**src/design/px_pkg.sv**
```systemverilog
// P-X state control shared definitions
// State bank layout, enter requests, delay groups and strobe lengths
`default_nettype none

package px_pkg;

	localparam int LEN_W = 4; // One-shot counter width

	localparam logic [LEN_W-1:0] S1_LEN_SHORT = 4'd4; // strob1, no slow group
	localparam logic [LEN_W-1:0] S1_LEN_MID   = 4'd5; // strob1, group a
	localparam logic [LEN_W-1:0] S1_LEN_LONG  = 4'd6; // strob1, group b wins
	localparam logic [LEN_W-1:0] S2_LEN       = 4'd3; // strob2, fixed

	// One flag per processor state, K/W group in the top bits
	typedef struct packed {
		logic k1;   // Instruction fetch
		logic wp;   // Group K/W
		logic k2;   // Second fetch word
		logic wa;   // Group K/W
		logic we;   // Group K/W
		logic wr;   // Group K/W
		logic wamp; // W& state
		logic wz;   // Group K/W
		logic p0;   // Start state, set on reset
		logic p1;   // Group P
		logic p2;   // Group P
		logic p3;   // Group P
		logic p4;   // Group P
		logic p5;   // Group P
		logic i1;   // Group I
		logic i2;   // Group I
		logic i3;   // Group I
		logic i4;   // Group I
		logic i5;   // Group I
		logic ww;   // Group W
		logic wm;   // Group W
		logic wx;   // Group W
	} px_state_t;

	// Enter requests, same order as the state bank
	typedef struct packed {
		logic k1;
		logic wp;
		logic k2;
		logic wa;
		logic we;
		logic wr;
		logic wamp;
		logic wz;
		logic p0;
		logic p1;
		logic p2;
		logic p3;
		logic p4;
		logic p5;
		logic i1;
		logic i2;
		logic i3;
		logic i4;
		logic i5;
		logic ww;
		logic wm;
		logic wx;
	} px_enter_t;

	// Delay classes of the active states
	typedef struct packed {
		logic grp_a; // Mid strob1
		logic grp_b; // Long strob1
		logic grp_c; // Needs strob2
		logic grp_d; // Needs strob2
		logic grp_e; // Needs strob2
	} px_group_t;

	localparam px_state_t PX_STATE_RESET = '{p0: 1'b1, default: 1'b0}; // Only P0 up

endpackage

`default_nettype wire
```
**src/design/px_top.sv**
```systemverilog
// P-X state control top
// State bank, delay decode and strobe sequencer on one clock
`default_nettype none

module px_top import px_pkg::*; (
	input  wire logic      got,        // Machine clock
	input  wire logic      clo,        // General clear
	input  wire px_enter_t enter,      // Enter-state requests
	input  wire logic      sp0,        // Set P0
	input  wire logic      sp1,        // Set P1
	input  wire logic      si1,        // Set I1
	input  wire logic      laduj,      // Load flag
	input  wire logic      mode,       // 1 selects step mode
	input  wire logic      step,       // Step pulse
	output wire px_state_t state,      // Current states
	output wire logic      as2_sum_at, // Arithmetic sum to AT
	output wire logic      strob1,     // First strobe
	output wire logic      strob2,     // Second strobe
	output wire logic      advance     // Next-state load
);

	wire logic [LEN_W-1:0] s1_len;  // strob1 length
	wire logic             s2_need; // strob2 wanted

	px_state_regs u_state (
		.got     (got),
		.clo     (clo),
		.advance (advance),
		.enter   (enter),
		.sp0     (sp0),
		.sp1     (sp1),
		.si1     (si1),
		.state   (state)
	);

	px_delay_select u_delay (
		.state      (state),
		.laduj      (laduj),
		.grp        (),           // Group flags stay inside the decode
		.s1_len     (s1_len),
		.s2_need    (s2_need),
		.as2_sum_at (as2_sum_at)
	);

	px_strobe_seq u_seq (
		.got     (got),
		.clo     (clo),
		.s1_len  (s1_len),
		.s2_need (s2_need),
		.mode    (mode),
		.step    (step),
		.strob1  (strob1),
		.strob2  (strob2),
		.advance (advance)
	);

endmodule

`default_nettype wire

```
**src/design/px_strobe_seq.sv**
```systemverilog
// P-X strobe sequencer
// Runs strob1, optional strob2, then advance, free running or per step
`default_nettype none

module px_strobe_seq import px_pkg::*; (
	input  wire logic             got,     // Machine clock
	input  wire logic             clo,     // General clear
	input  wire logic [LEN_W-1:0] s1_len,  // strob1 length from decode
	input  wire logic             s2_need, // strob2 requested
	input  wire logic             mode,    // 1 selects step mode
	input  wire logic             step,    // Step pulse
	output logic                  strob1,  // First timing strobe
	output logic                  strob2,  // Second timing strobe
	output logic                  advance  // Load next states
);

	typedef enum logic [1:0] {
		PH_BOOT, // Out of reset
		PH_KICK, // First advance
		PH_STRB, // Strobes running
		PH_WAIT  // Strobes done, waiting for step
	} phase_t;

	phase_t phase;
	phase_t phase_nxt;

	logic adv_d;    // Advance one cycle late, fires strob1
	logic s1_q_d;   // strob1 delayed
	logic s2_q_d;   // strob2 delayed
	logic s2_lat;   // s2_need held for this machine cycle
	logic step_lat; // Step seen since last advance
	logic s1_fall;
	logic s2_fall;
	logic trig_s2;
	logic done;     // First cycle after the last strobe
	logic go;       // Allowed to advance

	px_univib uni_s1 (
		.got  (got),
		.clo  (clo),
		.trig (adv_d),  // New states stable here
		.len  (s1_len),
		.q    (strob1)
	);

	px_univib uni_s2 (
		.got  (got),
		.clo  (clo),
		.trig (trig_s2),
		.len  (S2_LEN),
		.q    (strob2)
	);

	assign s1_fall = s1_q_d & ~strob1;
	assign s2_fall = s2_q_d & ~strob2;
	assign trig_s2 = s1_fall & s2_lat;           // strob2 straight after strob1
	assign done    = (s1_fall & ~s2_lat) | s2_fall;
	assign go      = ~mode | step_lat;           // Run mode never waits

	always_comb begin
		phase_nxt = phase;
		advance   = 1'b0;
		case (phase)
			PH_BOOT: begin
				phase_nxt = PH_KICK;
			end
			PH_KICK: begin
				advance   = 1'b1; // Opens the first machine cycle
				phase_nxt = PH_STRB;
			end
			PH_STRB: begin
				if (done) begin
					if (go) begin
						advance = 1'b1; // Back to back cycles
					end else begin
						phase_nxt = PH_WAIT;
					end
				end
			end
			PH_WAIT: begin
				if (go) begin
					advance   = 1'b1; // Cycle after the step
					phase_nxt = PH_STRB;
				end
			end
			default: begin
				phase_nxt = PH_BOOT;
			end
		endcase
	end

	always_ff @(posedge got or posedge clo) begin
		if (clo) begin
			phase    <= PH_BOOT;
			adv_d    <= 1'b0;
			s1_q_d   <= 1'b0;
			s2_q_d   <= 1'b0;
			s2_lat   <= 1'b0;
			step_lat <= 1'b0;
		end else begin
			phase  <= phase_nxt;
			adv_d  <= advance;
			s1_q_d <= strob1;
			s2_q_d <= strob2;
			if (adv_d) begin
				s2_lat <= s2_need; // Sampled with the new states
			end
			step_lat <= step | (step_lat & ~advance); // Consumed by advance
		end
	end

endmodule

`default_nettype wire

```
**src/design/px_delay_select.sv**
```systemverilog
// P-X transition delay decode
// Sorts active states into delay groups, picks strobe lengths and as2_sum_at
`default_nettype none

module px_delay_select import px_pkg::*; (
	input  wire px_state_t    state,      // Current states
	input  wire logic         laduj,      // Load flag, stretches K2
	output px_group_t         grp,        // Delay group flags
	output logic [LEN_W-1:0]  s1_len,     // strob1 length in cycles
	output logic              s2_need,    // strob2 wanted this cycle
	output logic              as2_sum_at  // Arithmetic sum to AT
);

	always_comb begin
		grp.grp_a = state.wamp | state.we | state.p4
			| (state.k2 & laduj); // K2 joins only while loading
		grp.grp_b = state.p1 | state.k1 | state.k2
			| state.i1 | state.i3;
		grp.grp_c = state.p5 | state.wr | state.ww | state.wm
			| state.i2 | state.i4 | state.i5;
		grp.grp_d = state.wz | state.p3 | state.wa;
		grp.grp_e = state.p2 | state.wp | state.wx;
	end

	// Longest group decides strob1
	always_comb begin
		if (grp.grp_b) begin
			s1_len = S1_LEN_LONG;
		end else if (grp.grp_a) begin
			s1_len = S1_LEN_MID;
		end else begin
			s1_len = S1_LEN_SHORT; // Default, fast states
		end
	end

	assign s2_need = grp.grp_c | grp.grp_d | grp.grp_e; // Second strobe groups

	assign as2_sum_at = state.wz | state.p4 | state.we | state.wamp; // Adder result path

endmodule

`default_nettype wire

```
**src/design/px_state_regs.sv**
```systemverilog
// P-X state register bank
// Loads enter requests on advance, set inputs force P0, P1 and I1
`default_nettype none

module px_state_regs import px_pkg::*; (
	input  wire logic      got,     // Machine clock
	input  wire logic      clo,     // General clear
	input  wire logic      advance, // Load the next states
	input  wire px_enter_t enter,   // Enter-state requests
	input  wire logic      sp0,     // Set P0
	input  wire logic      sp1,     // Set P1
	input  wire logic      si1,     // Set I1
	output px_state_t      state    // Current states
);

	px_state_t state_nxt;

	always_comb begin
		state_nxt = state; // Hold between machine cycles
		if (advance) begin
			state_nxt.k1   = enter.k1;
			state_nxt.wp   = enter.wp;
			state_nxt.k2   = enter.k2;
			state_nxt.wa   = enter.wa;
			state_nxt.we   = enter.we;
			state_nxt.wr   = enter.wr;
			state_nxt.wamp = enter.wamp;
			state_nxt.wz   = enter.wz;
			state_nxt.p0   = enter.p0;
			state_nxt.p1   = enter.p1;
			state_nxt.p2   = enter.p2;
			state_nxt.p3   = enter.p3;
			state_nxt.p4   = enter.p4;
			state_nxt.p5   = enter.p5;
			state_nxt.i1   = enter.i1;
			state_nxt.i2   = enter.i2;
			state_nxt.i3   = enter.i3;
			state_nxt.i4   = enter.i4;
			state_nxt.i5   = enter.i5;
			state_nxt.ww   = enter.ww;
			state_nxt.wm   = enter.wm;
			state_nxt.wx   = enter.wx;
		end
		// Preset lines win over the loaded value
		if (sp0) begin
			state_nxt.p0 = 1'b1; // Start request
		end
		if (sp1) begin
			state_nxt.p1 = 1'b1;
		end
		if (si1) begin
			state_nxt.i1 = 1'b1; // Interrupt entry
		end
	end

	always_ff @(posedge got or posedge clo) begin
		if (clo) begin
			state <= PX_STATE_RESET; // P0 set, rest clear
		end else begin
			state <= state_nxt;
		end
	end

endmodule

`default_nettype wire

```
**src/design/px_univib.sv**
```systemverilog
// Retriggerable one-shot counted in got cycles
// Stands in for a monostable, q lasts len cycles from the trigger
`default_nettype none

module px_univib import px_pkg::*; (
	input  wire logic             got,  // Machine clock
	input  wire logic             clo,  // General clear
	input  wire logic             trig, // Fire or refire
	input  wire logic [LEN_W-1:0] len,  // Pulse length in cycles
	output logic                  q     // Pulse out
);

	logic [LEN_W-1:0] cnt;    // Cycles left after this one
	logic [LEN_W-1:0] cnt_ld; // Count seen this cycle

	// Trigger cycle already counts as the first pulse cycle
	assign cnt_ld = trig ? len : cnt;
	assign q      = (cnt_ld != '0);

	always_ff @(posedge got or posedge clo) begin
		if (clo) begin
			cnt <= '0;
		end else if (q) begin
			cnt <= cnt_ld - 1'b1; // Count down while running
		end else begin
			cnt <= '0;
		end
	end

endmodule

`default_nettype wire

```
**config.mk**
```make
export PLATFORM = sky130hd
export DESIGN_NAME = px_top
export DESIGN_NICKNAME = d
export VERILOG_FILES = /design/src/design/px_pkg.sv /design/src/design/px_top.sv /design/src/design/px_strobe_seq.sv /design/src/design/px_delay_select.sv /design/src/design/px_state_regs.sv /design/src/design/px_univib.sv
export SDC_FILE = /design/constraint.sdc
export NUM_CORES = 1
export LEC_CHECK = 0
export BUFFER_PORTS_ARGS = -buffer_cell sky130_fd_sc_hd__buf_2
export CAP_MARGIN = 20
export CORE_MARGIN = 3
export CORE_UTILIZATION = 25
export DETAILED_ROUTE_END_ITERATION = 12
export GPL_TIMING_DRIVEN = 0
export PLACE_DENSITY = 0.42
export SLEW_MARGIN = 0
export SYNTH_ARGS = -nofsm -noshare
export SYNTH_HDL_FRONTEND = slang
export SYNTH_HIERARCHICAL = 1
export SYNTH_SLANG_ARGS = --single-unit
```
**constraint.sdc**
```tcl
create_clock -name got -period 3.35 [get_ports got]
set_clock_uncertainty 0.15 [all_clocks]
set_input_delay 0.1675 -clock got [delete_from_list [all_inputs] [get_ports got]]
set_output_delay 0.1675 -clock got [all_outputs]
set_load 0.05 [all_outputs]
```
== After elaboration in Yosys (flattened, before gate mapping) ==
Cells that the tools add are included.

* Memories kept: 0
* Bits in latches: 0
* Output and inout port bits: 26
* Logic and storage cells: 98
* Register bits after elaboration: 37
* ROM bits: 0
* RAM bits: 0
* Input bits: 30

* Divide/modulo/power cells: 0
* Order comparisons: 0
* Equal/unequal tests: 6
* Add/sub/neg operators: 2
* Reduce and logical (&&, ||, !) cells: 7
* Muxes and demuxes: 17
* Bitwise operators: 36
* Shift-type cells: 0
* Multipliers: 0

{| class="wikitable"
|+ Operators by type and width
! operator !! count
|-
| 1-bit bitwise OR || 25
|-
| 4-bit two-way mux || 5
|-
| 14-bit two-way mux || 1
|-
| 2-bit case mux with 4 select lines || 1
|-
| 4-bit nonzero test || 2
|-
| 4-bit by 1-bit subtractor with 4-bit output (second input constant) || 2
|-
| 1-bit bitwise AND || 6
|-
| 1-bit two-way mux || 6
|-
| 2-bit two-way mux || 3
|-
| 2-bit nonzero test || 3
|-
| 1-bit NOT || 5
|-
| 2-bit == test (second input constant) || 2
|-
| 2-bit by 1-bit inequality test with 1-bit output (second input constant) || 2
|-
| 1-bit case mux with 3 select lines || 1
|-
| 3-bit AND reduction || 1
|-
| 2-bit by 1-bit == test with 1-bit output (second input constant) || 1
|-
| 2-bit zero test || 1
|-
| 2-bit inequality test (second input constant) || 1
|}

== Longest topological paths before layout ==
* Depth after elaboration: 20
* Mapped depth: 16
* Mapped depth without buffers: 13

== Cells and area by module ==
The synthesis kept the hierarchy.

{| class="wikitable"
|+ Modules (own cells, without submodules)
! module !! cells each !! instances !! area each (sq um)
|-
| px_state_regs || 51 || 1 || 924.6
|-
| px_univib || 28 || 2 || 256.5
|-
| px_strobe_seq || 24 || 1 || 299.0
|-
| px_delay_select || 20 || 1 || 110.1
|}

== Worst setup path after synthesis ==
Ideal clock, no wire load.

* Path type: register to register
* Start point: register u_seq.adv_d
* End point: register, netlist name u_state/state[10]
* Library setup time: 0.125 ns
* Data arrival time: 3.640 ns
* Path buffers: 4
* Period minus slack after synthesis: 3.915 ns
* Data required time: 3.075 ns
* Cell stages (with the launch flop): 13
* Path slack: -0.565 ns
* Cell sequence: dfrtp_1 > buf_4 > mux2i_1 > nand2_1 > and3b_2 > buf_4 > mux2i_1 > nand2_1 > nor2b_1 > o311a_1 > buf_6 > buf_8 > mux2_4

* Word-level cells in the longest chain between the ends: 12
* Elaborated cells between the ends (all ways): 13

{| class="wikitable"
|+ Ends and longest elaborated chain
! item !! RTL line !! RTL
|-
| start, declared || px_strobe_seq.sv:27 || <nowiki>logic adv_d;</nowiki>
|-
| start signal, assigned || px_strobe_seq.sv:102 || <nowiki>adv_d <= advance;</nowiki>
|-
| 4-bit two-way mux || px_univib.sv:17 || <nowiki>assign cnt_ld = trig ? len : cnt;</nowiki>
|-
| 4-bit nonzero test || px_univib.sv:18 || <nowiki>assign q = (cnt_ld != '0);</nowiki>
|-
| named net strob1 || px_top.sv:17 || <nowiki>output wire logic strob1,</nowiki>
|-
| 1-bit NOT || px_strobe_seq.sv:54 || <nowiki>assign s1_fall = s1_q_d & ~strob1;</nowiki>
|-
| 1-bit bitwise AND || px_strobe_seq.sv:54 ||
|-
| 1-bit bitwise AND || px_strobe_seq.sv:56 || <nowiki>assign trig_s2 = s1_fall & s2_lat;</nowiki>
|-
| named net u_seq.trig_s2 || px_strobe_seq.sv:34 || <nowiki>logic trig_s2;</nowiki>
|-
| 4-bit two-way mux || px_univib.sv:17 ||
|-
| 4-bit nonzero test || px_univib.sv:18 ||
|-
| named net strob2 || px_top.sv:18 || <nowiki>output wire logic strob2,</nowiki>
|-
| 1-bit NOT || px_strobe_seq.sv:55 || <nowiki>assign s2_fall = s2_q_d & ~strob2;</nowiki>
|-
| 1-bit bitwise AND || px_strobe_seq.sv:55 ||
|-
| 1-bit bitwise OR || px_strobe_seq.sv:57 || <nowiki>assign done = (s1_fall & ~s2_lat) | s2_fall;</nowiki>
|-
| 1-bit two-way mux || px_strobe_seq.sv:72 || <nowiki>if (done) begin</nowiki>
|-
| 1-bit case mux with 3 select lines || px_strobe_seq.sv:63 || <nowiki>case (phase)</nowiki>
|-
| named net advance || px_top.sv:19 || <nowiki>output wire logic advance</nowiki>
|}

The timed path passes the listed nets, and every way through them passes these cells.
A chain may end at the register's enable or synchronous reset.

== Worst setup path in the final report ==
* Start point: register u_seq.adv_d
* End point: register, netlist name u_state/state[8]

* Word-level cells in the longest chain between the ends: 12
* Elaborated cells between the ends (all ways): 13

{| class="wikitable"
|+ Ends and longest elaborated chain
! item !! RTL line
|-
| 4-bit two-way mux || px_univib.sv:17
|-
| 4-bit nonzero test || px_univib.sv:18
|-
| 1-bit NOT || px_strobe_seq.sv:54
|-
| 1-bit bitwise AND || px_strobe_seq.sv:54
|-
| 1-bit bitwise AND || px_strobe_seq.sv:56
|-
| named net u_seq.trig_s2 || px_strobe_seq.sv:34
|-
| 4-bit two-way mux || px_univib.sv:17
|-
| 4-bit nonzero test || px_univib.sv:18
|-
| 1-bit NOT || px_strobe_seq.sv:55
|-
| 1-bit bitwise AND || px_strobe_seq.sv:55
|-
| 1-bit bitwise OR || px_strobe_seq.sv:57
|-
| 1-bit two-way mux || px_strobe_seq.sv:72
|-
| 1-bit case mux with 3 select lines || px_strobe_seq.sv:63
|}

The timed path passes the listed nets, and every way through them passes these cells.

==> flow_summary.toml <==
[finish]
drive_above_1_share_pct = 41.8
nets = 278
layout_common_cells = "buf_2 (54), dfrtp_1 (36), dlygate4sd3_1 (27)"
final_common_cell = "buf_2"
diodes = 0
syn_to_final_growth_pct = 47.0

[timing]
setup_tns_ns = 0
hold_viol_final = 0
max_freq_mhz = 325
setup_ws_ns = 0.271
relSlewSlack_pct = 41.0
finalCritPeriodShare_pct = 91.9
period_needed_ns = 3.08
rsz0062_at_grt = "no"
slew_violations = 0
tightest_slew_ns = 0.884
setup_violations = 0

[floorplanning]
io_pins = 56
initial_core_util_pct = 26.3
die_w_um = 91.5
fp-row-count = 30
dieArea_um2 = 8370
core_area_um2 = 6940
fp.dieH_um = 91.5

[setup_path]
cp_max_fo = 10
reg2reg_from = "u_seq/adv_d$_DFF_PP0_"
crit_path_max_incr_delay_ns = 0.36
startpoint = "u_seq/adv_d$_DFF_PP0_"
worstReg2RegEnd = "u_state/state[8]$_DFFE_PP0P_"
worst-r2r-setup-slack_ns = 0.27
crit_path_end_kind = "flop"
cpLargestDelayFamily = "multiplexers"
cp.required_ns = 3.37
path_buf_inv = 4
criticalPathCategory = "flop to flop"
slowest_stage = "dfrtp_1"
worstPathCellList = "buf_4, mux2i_2, nand2_4, and3b_2, buf_4, mux2i_1, nand2_2, nor2b_1, o311a_4, buf_6, buf_8, mux2_4"
worstRegToRegCells = 12
startpoint_type = "flop"
cp.arrival_ns = 3.10
cp_common_cell = "buf_4"

[status]
outcome = "complete, no violations"

[global_routing]
grt_overflow_total = 0
grt_start_max_net_pins = 23
antenna_found_initial = 0
grt_pass1_wl_um = 7110
grt_pass1_vias = 1503
grt.total_usage_pct = 10.5

[clock_tree]
cts_made_buffers = 5
cts_sinks = 37
clkLatencyLatePin_ns = 0.28
hold_buffers = 27
cts_tree = "done"
htree_levels = 2
clk_pin_slew_ns = 0.07
cts-root-buf = "clkbuf_8"
post_cts_resized = 0
cts.path.max_buffers = 2
postCtsSetupBuffers = 0

[detailed_routing]
drtIter0Drc = 43
dr.pass1.iters = 3
drtAntennaViolNets = 0
wl_per_cell_um = 12.0
vias = 1377
drc_errors = 0
via_per_inst = 3.99
drt_wl_total_um = 4120

[logic_synthesis]
synth_area_um2 = 1830
yosys_warnings = 6
syn_area_per_cell_um2 = 12.5
synth_cells = 146

[power]
powerDensity_nw_per_um2 = 1100
ir_worst_vdd_uv = 604
leakagePower_nw = 1.23

[place]
place_ws_ns = 0.266
dp.final_hpwl_um = 3000
portBuffers = 54
gp_congestion = 0.711

[hold_path]
hold_start = "mode"
hold_path.class = "primary input to flop"
hold_depth = 3
whs_endpoint = "u_seq/phase[0]$_DFFE_PP0P_"

[job]
max_cap_violations = 0
-- state kept, by name, summed over array words and instances, names as in the netlist --
signal and cells:
u_state/state 22, u_seq/uni_s1/cnt 4, u_seq/uni_s2/cnt 4, u_seq/phase 2
u_seq/adv_d 1, u_seq/s1_q_d 1, u_seq/s2_lat 1, u_seq/s2_q_d 1
u_seq/step_lat 1
-- tightest hold or removal path, cell delays in order --
cell and delay [ns]:
buf_2 0.10, nand3b_1 0.11, a32oi_1 0.06
-- power by group --
group,total [mW],internal [mW],switching (mW),leakage [nW]
clock network,0.404,0.242,0.162,0.0574
registers,0.814,0.660,0.154,0.427
logic,1.75,0.712,1.04,0.745
total,2.97,1.61,1.35,1.23
-- worst max-delay path by stage --
stage               cells past startpoint  slack, ns                             to
floorplan                              12       0.05  u_state/state[10]$_DFFE_PP0P_
global placement                       12       0.25   u_state/state[5]$_DFFE_PP0P_
detailed placement                     12       0.27   u_state/state[4]$_DFFE_PP0P_
CTS                                    12       0.24   u_state/state[8]$_DFFE_PP0P_
global route                           12       0.07   u_state/state[9]$_DFFE_PP0P_
finish                                 12       0.27   u_state/state[8]$_DFFE_PP0P_
-- metal layers --
layer | global-route usage [%] | wire [um] | vias to the layer above
met5 | 0 | 0 | -
met4 | 3.02 | 36 | 0
met3 | 2.57 | 192 | 5
met2 | 17.5 | 2020 | 32
met1 | 13.6 | 1880 | 646
li1 | - | - | 694
-- final cells by class --
type                            count  area, um2
Buffer                              8       83.8
Clock buffer                        6       82.6
Clock inverter                      2       37.5
Fill cell                         679       4260
Inverter                            6       22.5
Multi-Input combinational cell    109        872
Sequential cell                    37        927
Tap cell                           96        120
Timing Repair Buffer               81        541
-- through the flow --
| stage | instances | hold slack, ns | cell area (um2) | utilization (%) | total power [mW] |
|---|---|---|---|---|---|
| after floorplan | 160 | -0.216 | 1910 | - | 2.22 |
| after global placement | 310 | -0.0553 | 2300 | 33.1 | 2.57 |
| after detailed placement | 310 | -0.0549 | 2300 | 33.1 | 2.56 |
| after CTS | 345 | 0.0318 | 2690 | 38.7 | 3.01 |
| after global routing | 345 | 0.0563 | 2690 | 38.7 | 3.15 |
| final | 345 | 0.0481 | 2690 | 38.7 | 2.97 |
No activity file was read; power rests on OpenSTA's default activity.
